<file path="src/hw/fifo_pkg.sv">
package fifo_pkg;

   // ######################################################################
   // word and address widths
   // ######################################################################

   typedef logic [7:0] data_t;   // one stored word.
   typedef logic [8:0] addr_t;   // ram address and pointer state.
   typedef logic [8:0] count_t;  // occupancy, 0 up to the usable depth.
   typedef logic [3:0] level_t;  // coarse fill level, top bits of count.

   // ######################################################################
   // depth and pointer feedback
   // ######################################################################

   // the pointers are lfsrs, so one of the 512 locations is never visited.
   localparam count_t fifo_depth = 9'd511;  // largest usable occupancy.

   // taps for the xnor feedback of the 9-bit maximal length sequence.
   localparam int lfsr_tap_high = 8;  // upper tap.
   localparam int lfsr_tap_low  = 4;  // lower tap.

endpackage
</file>
<file path="src/hw/fifoctlr_cc.sv">
`timescale 1ns/1ps

module fifoctlr_cc
(
   input  logic             clock,         // common clock.
   input  logic             fifo_gsr,      // async reset, active high.
   input  logic             read_enable,   // read request level.
   input  logic             write_enable,  // write request level.
   input  fifo_pkg::data_t  write_data,    // word to write.
   output fifo_pkg::data_t  read_data,     // word read, one cycle late.
   output logic             full,          // no room for a write.
   output logic             empty,         // nothing to read.
   output fifo_pkg::level_t fifo_level     // occupancy divided by 32.
);

   import fifo_pkg::*;

   logic  read_allow;   // accepted read.
   logic  write_allow;  // accepted write.
   addr_t read_addr;    // read pointer state.
   addr_t write_addr;   // write pointer state.

   // ######################################################################
   // flags, gating and fill level
   // ######################################################################

   fifo_status status_inst (
      .clock        (clock),
      .fifo_gsr     (fifo_gsr),
      .read_enable  (read_enable),
      .write_enable (write_enable),
      .read_allow   (read_allow),
      .write_allow  (write_allow),
      .full         (full),
      .empty        (empty),
      .fifo_level   (fifo_level)
   );

   // ######################################################################
   // address pointers, same sequence for both
   // ######################################################################

   lfsr_pointer read_pointer_inst (
      .clock    (clock),
      .fifo_gsr (fifo_gsr),
      .advance  (read_allow),   // steps on each accepted read.
      .addr     (read_addr)
   );

   lfsr_pointer write_pointer_inst (
      .clock    (clock),
      .fifo_gsr (fifo_gsr),
      .advance  (write_allow),  // steps on each accepted write.
      .addr     (write_addr)
   );

   // ######################################################################
   // storage
   // ######################################################################

   fifo_ram ram_inst (
      .clock       (clock),
      .fifo_gsr    (fifo_gsr),
      .write_allow (write_allow),
      .write_addr  (write_addr),
      .write_data  (write_data),
      .read_allow  (read_allow),
      .read_addr   (read_addr),
      .read_data   (read_data)
   );

endmodule

</file>
<file path="src/hw/fifo_status.sv">
`timescale 1ns/1ps

module fifo_status
(
   input  logic             clock,         // common clock.
   input  logic             fifo_gsr,      // async reset, active high.
   input  logic             read_enable,   // read request level.
   input  logic             write_enable,  // write request level.
   output logic             read_allow,    // read accepted.
   output logic             write_allow,   // write accepted.
   output logic             full,          // registered full flag.
   output logic             empty,         // registered empty flag.
   output fifo_pkg::level_t fifo_level     // coarse fill level.
);

   import fifo_pkg::*;

   count_t count;        // words currently held.
   logic   empty_next;   // look-ahead empty condition.
   logic   full_next;    // look-ahead full condition.

   // ######################################################################
   // request gating
   // ######################################################################

   // requests against a set flag are simply dropped.
   assign read_allow  = read_enable & ~empty;   // never read an empty buffer.
   assign write_allow = write_enable & ~full;   // never overwrite unread data.

   // ######################################################################
   // occupancy counter
   // ######################################################################

   always_ff @(posedge clock or posedge fifo_gsr)
   begin
      if (fifo_gsr)
      begin
         count <= '0;  // nothing stored.
      end
      else if (write_allow && !read_allow)
      begin
         count <= count + count_t'(1);  // write alone.
      end
      else if (read_allow && !write_allow)
      begin
         count <= count - count_t'(1);  // read alone.
      end
   end

   // ######################################################################
   // look-ahead flags
   // ######################################################################

   // uses the raw enables, so a flag may stay set one cycle too long.
   assign empty_next = !write_enable &&
                       ((count == '0) || ((count == count_t'(1)) && read_enable));

   assign full_next  = !read_enable &&
                       ((count == fifo_depth) ||
                        ((count == fifo_depth - count_t'(1)) && write_enable));

   // both flags set in reset, so nothing is accepted until released.
   always_ff @(posedge clock or posedge fifo_gsr)
   begin
      if (fifo_gsr)
      begin
         empty <= 1'b1;  // block reads.
         full  <= 1'b1;  // block writes, clears on the first edge.
      end
      else
      begin
         empty <= empty_next;  // about to be empty.
         full  <= full_next;   // about to be full.
      end
   end

   // ######################################################################
   // fill level
   // ######################################################################

   // occupancy divided by 32, taken straight from the counter register.
   assign fifo_level = count[$bits(count_t)-1 -: $bits(level_t)];

endmodule

</file>
<file path="src/hw/fifo_ram.sv">
`timescale 1ns/1ps

module fifo_ram
(
   input  logic            clock,        // common clock.
   input  logic            fifo_gsr,     // async reset, active high.
   input  logic            write_allow,  // accepted write this edge.
   input  fifo_pkg::addr_t write_addr,   // write pointer.
   input  fifo_pkg::data_t write_data,   // word to store.
   input  logic            read_allow,   // accepted read this edge.
   input  fifo_pkg::addr_t read_addr,    // read pointer.
   output fifo_pkg::data_t read_data     // registered read word.
);

   import fifo_pkg::*;

   // ######################################################################
   // storage, one entry per pointer state
   // ######################################################################

   data_t mem [2**$bits(addr_t)];  // 512 x 8, one entry left unused.

   // write port.
   always_ff @(posedge clock)
   begin
      if (write_allow)
      begin
         mem[write_addr] <= write_data;  // store the word.
      end
   end

   // read port with output register, holds when idle.
   // the pointers never meet on a cycle that reads and writes.
   always_ff @(posedge clock or posedge fifo_gsr)
   begin
      if (fifo_gsr)
      begin
         read_data <= '0;  // clear output word.
      end
      else if (read_allow)
      begin
         read_data <= mem[read_addr];  // one cycle of read latency.
      end
   end

endmodule

</file>
<file path="src/hw/lfsr_pointer.sv">
`timescale 1ns/1ps

module lfsr_pointer
(
   input  logic            clock,      // common clock.
   input  logic            fifo_gsr,   // async reset, active high.
   input  logic            advance,    // step to the next address.
   output fifo_pkg::addr_t addr        // current address.
);

   import fifo_pkg::*;

   // ######################################################################
   // xnor feedback shift register
   // ######################################################################

   logic feedback;  // new bit shifted in at the bottom.

   // xnor keeps all zeros legal, so the lockup state is all ones.
   assign feedback = ~(addr[lfsr_tap_high] ^ addr[lfsr_tap_low]);  // tap mix.

   // 511 distinct states before it wraps.
   always_ff @(posedge clock or posedge fifo_gsr)
   begin
      if (fifo_gsr)
      begin
         addr <= '0;  // start of the sequence.
      end
      else if (advance)
      begin
         addr <= {addr[$bits(addr_t)-2:0], feedback};  // shift toward msb.
      end
   end

endmodule

</file>
<file path="config.mk">
export PLATFORM = sky130hd
export DESIGN_NAME = fifoctlr_cc
export DESIGN_NICKNAME = d
export VERILOG_FILES = /design/src/hw/fifo_pkg.sv /design/src/hw/fifoctlr_cc.sv /design/src/hw/fifo_status.sv /design/src/hw/fifo_ram.sv /design/src/hw/lfsr_pointer.sv
export SDC_FILE = /design/constraint.sdc
export NUM_CORES = 2
export LEC_CHECK = 0
export BUFFER_PORTS_ARGS = -buffer_cell sky130_fd_sc_hd__buf_2
export CAP_MARGIN = 15
export CELL_PAD_IN_SITES_DETAIL_PLACEMENT = 1
export CELL_PAD_IN_SITES_GLOBAL_PLACEMENT = 2
export CORE_MARGIN = 10
export CORE_UTILIZATION = 40
export CTS_CLUSTER_DIAMETER = 200
export DETAILED_ROUTE_END_ITERATION = 8
export PLACE_DENSITY = 0.67
export SYNTH_ARGS = -nofsm -noshare
export SYNTH_HDL_FRONTEND = slang
export SYNTH_SLANG_ARGS = --single-unit
</file>
<file path="constraint.sdc">
create_clock -name clock -period 3.3 [get_ports clock]
set_clock_uncertainty 0.15 [all_clocks]
set_input_delay 0.825 -clock clock [delete_from_list [all_inputs] [get_ports clock]]
set_output_delay 0.825 -clock clock [all_outputs]
set_load 0.02 [all_outputs]
</file>
## Word-level counts from Yosys, hierarchy flattened

Memory sizes are Yosys's and may differ from the RTL's. A register that Yosys moved wholly into a read port is not among the register bits.
Cells that the tools add are included.
W data, S select, Z words.

- Reduce and logical (&&, ||, !) cells: 14
- Bitwise logic cells: 8
- $add $sub $neg: 2
- Muxes and demuxes: 4
- Equal/unequal tests: 3

Operator list:

| operator | number |
|---|---|
| $eq A9 B9 Y1 const B | 2 |
| $mux W9 | 2 |
| $add A9 B1 Y9 const B | 1 |
| $eq A9 B1 Y1 const B | 1 |
| $logic_not A9 Y1 | 1 |
| $sub A9 B1 Y9 const B | 1 |
| $logic_and A1 B1 Y1 | 6 |
| $logic_not A1 Y1 | 4 |
| $not A1 Y1 | 4 |
| $and A1 B1 Y1 | 2 |
| $logic_or A1 B1 Y1 | 2 |
| $mux W1 | 2 |
| $reduce_bool A2 Y1 | 1 |
| $xor A1 B1 Y1 | 2 |

- Word-level logic and storage cells: 37
- RAM bits: 4096
- Memories: 1
- Input port bits: 12
- Output and inout bits: 14
- Flip-flop bits (word level): 29

Memory list:

| name | words | width | rd ports | clocked after Yosys merged registers in | wr ports | line | source |
|---|---|---|---|---|---|---|---|
| ram_inst.mem | 512 | 8 | 1 | 1 | 1 | fifo_ram.sv:21 | `data_t mem [2**$bits(addr_t)];` |

## Depth between registers and ports, before layout

- Depth after elaboration: 6
- Gate-level depth with buffers: 13
- Mapped depth without buffers: 8

## Cells and area by module

Synthesis repeated with hierarchy kept, for this count alone.

- Cells, all modules: 7539
- Area, all modules: 160410.1 um^2

Modules (own cells, without submodules):

| module | sequential area each (um^2) | area each (um^2) | cells an instance | instances |
|---|---|---|---|---|
| fifo_ram | 123198.2 | 158957.5 | 7420 | 1 |
| fifo_status | 277.8 | 752.0 | 77 | 1 |
| lfsr_pointer | 225.2 | 350.3 | 21 | 2 |

## Worst setup path after synthesis

Ideal clock, no wire load.

- Path kind: in2reg
- From: input port read_enable
- To: register status_inst.count[7]
- Data required time: 3.026 ns
- Stages on the path: 10
- Path slack: 0.437 ns
- Buffers on the path: 3
- Data arrival time: 2.589 ns
- Cells stage by stage: nand2b_1 clkbuf_1 clkbuf_1 ha_1 clkbuf_1 or4_1 o22ai_1 nor2b_1 o21ai_0 xnor2_1

- Longest elaborated chain between the ends: 4
- Elaborated cells on any way between the ends: 6

RTL lines:

| what | line | source |
|---|---|---|
| start: declaration | fifoctlr_cc.sv:7 | `input logic read_enable,` |
| $and A1 B1 Y1 (*) | fifo_status.sv:27 | `assign read_allow = read_enable & ~empty;` |
| $logic_not A1 Y1 | fifo_status.sv:40 | `else if (write_allow && !read_allow)` |
| $logic_and A1 B1 Y1 | fifo_status.sv:40 |  |
| $mux W9 or $reduce_bool A2 Y1 (tied branches) | n/a |  |
| end signal: assignment | fifo_status.sv:42 | `count <= count + count_t'(1);` |
| end signal: assignment | fifo_status.sv:46 | `count <= count - count_t'(1);` |
| end: declaration | fifo_status.sv:18 | `count_t count;` |

Every way passes the cells marked *; elsewhere a longest branch is shown, timed or not.
A chain may end at the register's enable or synchronous reset.

==> results.json <==
{
  "outcome": "finished, violations left",
  "violations": "negative setup slack",
  "path_max_fanout": 9,
  "cts_max_level": 5,
  "io-pin-count": 26,
  "ys_seq_area_share_pct": 77.2,
  "port_buffers": 25,
  "clockRootBuffer": "clkbuf_16",
  "fin_crit_sh_pct": 111,
  "vias": 87178,
  "worst_setup_path_start_kind": "flop",
  "rsz0062_at_grt": "true",
  "place_hpwl_um": 341000,
  "hold_slack_ns": 0.107,
  "multi_input_area_um2": 34900,
  "utilization_pct": 48.9,
  "dp_slack_ns": -1.32,
  "routed_wl_um": 519000,
  "worst_skew_pair.late_latency_ns": 1.03,
  "fp-row-count": 232,
  "synthesis.area_um2": 161000,
  "drt_pass1_iterations": 6,
  "fmax_mhz": 274,
  "ys_ff_latch": 4133,
  "syn_inst": 7587,
  "clock_tree.buffer_depth": 4,
  "relSlewSlack_pct": 25.9,
  "cts_tree": "built",
  "start_util_pct": 40.2,
  "syn_to_final_growth_pct": 21.7,
  "endpoint_kind": "flop",
  "power_density_nw_per_um2": 822,
  "clk_pin_slew_ns": 0.07,
  "drive_gt1_share_pct": 35.7,
  "p_total_mw": 161,
  "synth_cell_type_count": 79,
  "drv_slew": 0,
  "r2r-start": "read_pointer_inst.addr[0]",
  "peakVddDrop_mv": 0.574,
  "viasPerCell": 5.91,
  "min_period_ns": 3.65,
  "rrSetupSlack_ns": -0.35,
  "grt_first_pass_wirelength_um": 724000,
  "grt_pass1_vias": 90331,
  "cp.arrival_ns": 4.36,
  "die_h_um": 653,
  "critPathRequiredTime_ns": 4.01,
  "hp-class": "primary input to flop",
  "place_area_um2": 179000,
  "worstRegToRegCells": 12,
  "yosysWarningCount": 0,
  "ys.flop_type": "edfxtp_1",
  "setup_viol": 8,
  "leakagePower_nw": 63.8,
  "synth_edf_count": 4096,
  "hold_viol": 0,
  "seq_area_um2": 124000,
  "path_class": "flop to flop",
  "design_area_um2": 195000,
  "finalWeightedCongestion": 0.859,
  "final_antenna_net_count": 0,
  "async_reset_ff_share_pct": 0.895,
  "layout.nets": 9137,
  "antenna_found_initial": 34,
  "crit_path_end": "ram_inst.read_data[4]",
  "grt_max_degree": 126,
  "gr-total-overflow": 0,
  "dieArea_um2": 427000,
  "post_drt_wl_per_cell_um": 35.1,
  "syn_nets": 7606,
  "holdPathStages": 1,
  "clock_sinks": 4133,
  "mostFrequentLayoutCell": "edfxtp_1",
  "globalRouteTotalUtil_pct": 23.7,
  "die_w_um": 653,
  "syn_area_per_cell_um2": 21.2,
  "setup.worst_path.start": "read_pointer_inst.addr[0]",
  "final_cell_mix": "edfxtp_1, buf_4, mux4_2",
  "fill_cells": 36096,
  "r2r-end": "ram_inst.read_data[4]",
  "cap_viol_max_count": 0,
  "drtIter0Drc": 11276,
  "setup_slack_ns": -0.348,
  "worst_pin_slew_ns": 1.11,
  "fp.coreArea_um2": 399000,
  "cts_buffers": 433,
  "drc": 0
}
-- metal layers --
metal  GRT usage, %  vias up  routed length [um]
met4           7.51       20               19000
met5              0        -                 138
met2           37.9     4024              246000
li1               -    34777                   -
met3           4.20      820               41300
met1           33.3    47537              212000
-- per-stage QoR --
stage	std cells	setup TNS, ns
after floorplan	7587	0
after global placement	13861	-90.50
after detailed placement	13864	-138.20
after CTS	14735	-1.90
after global routing	14757	-2.06
final	14760	-1.95
-- state kept, by name, summed over array words and instances, names as in the netlist --
| name | flops |
|---|---|
| status_inst.full | 1 |
| ram_inst.mem | 4096 |
| ram_inst.read_data | 8 |
| write_pointer_inst.addr | 9 |
| read_pointer_inst.addr | 9 |
| status_inst.count | 9 |
| status_inst.empty | 1 |
-- kinds of logic after synthesis --
group / count (synthesis) / synth area share (%)
xor+xnor: 10 / 0.0546
compound gates: 601 / 2.58
fa+ha+maj: 7 / 0.0546
mux: 1239 / 15.4
buf+inv: 483 / 1.72
flops: 4133 / 77.2
simple gates: 1114 / 2.99
-- cell usage after synthesis, types with 7 or more instances --
library cell / n / area share (%)
or4_1: 7 / 0.033
mux4_2: 980 / 14
nand2b_1: 21 / 0.082
nor3_1: 46 / 0.14
or3_1: 8 / 0.031
and3_1: 13 / 0.051
buf_8: 7 / 0.065
buf_4: 75 / 0.35
dfrtp_1: 35 / 0.55
and2_1: 8 / 0.031
nor4_1: 22 / 0.086
o22ai_1: 112 / 0.44
edfxtp_1: 4096 / 77
nor2_1: 605 / 1.4
a311oi_1: 14 / 0.076
clkbuf_1: 197 / 0.46
a221oi_1: 19 / 0.10
nand2_1: 240 / 0.56
o221ai_1: 43 / 0.23
o21ai_0: 63 / 0.20
a22oi_1: 99 / 0.46
o32ai_1: 8 / 0.044
o211ai_1: 8 / 0.037
nand3_1: 49 / 0.15
a21oi_1: 93 / 0.29
nand4_1: 21 / 0.082
mux2i_1: 226 / 1.4
buf_1: 37 / 0.087
a211oi_1: 30 / 0.14
buf_6: 45 / 0.32
buf_12: 7 / 0.087
mux2_2: 32 / 0.22
ha_1: 7 / 0.055
nor2b_1: 42 / 0.16
or2_2: 8 / 0.031
buf_2: 106 / 0.33
a2111oi_0: 15 / 0.082
a31oi_1: 35 / 0.14
xor2_1: 8 / 0.044
-- layout make-up --
type	instances	share of cell area [%]
sequential	4133	63.5
multi-input combinational	2971	17.9
timing repair buffer	1571	7.92
clock buffer	497	5.72
tap	5265	3.37
clock inverter	308	1.65
inverter	8	0.0205
antenna	7	0.00897
-- repair_timing --
item	CTS	global route
pin swaps	24	16
hold endpoints to repair	21	0
gates resized for setup	181	67
gates cloned	12	5
setup buffers	51	17
hold buffers	4	0
setup endpoints to repair	8	8
-- power breakdown --
group	switching, mW	leakage [nW]	internal, mW
registers	0.594	37.2	58.0
logic	28.9	19.6	23.5
clock network	21.2	6.99	28.4
-- worst min-delay path by stage --
stage | startpoint | end | slack, ns
after floorplan | status_inst.count[4] | status_inst.count[4] | 0.33
after global placement | status_inst.count[4] | status_inst.count[4] | 0.35
after detailed placement | status_inst.count[4] | status_inst.count[4] | 0.37
after CTS | write_data[1] | ram_inst.mem[30][1] | 0.02
after global routing | write_data[1] | ram_inst.mem[30][1] | 0.05
final | write_data[1] | ram_inst.mem[31][1] | 0.11
-- critical path, cell delays in order (launching register included) --
cell and delay [ns]:
dfrtp_4 0.42, buf_12 0.19, buf_16 0.21, buf_12 0.13, buf_12 0.10, buf_12 0.13
mux4_2 0.57, nand3_2 0.10, nand2_1 0.06, nor4bb_1 0.29, nand4_1 0.61, nand3_1 0.33
o211ai_1 0.14
No activity file was read; power rests on OpenSTA's default activity.
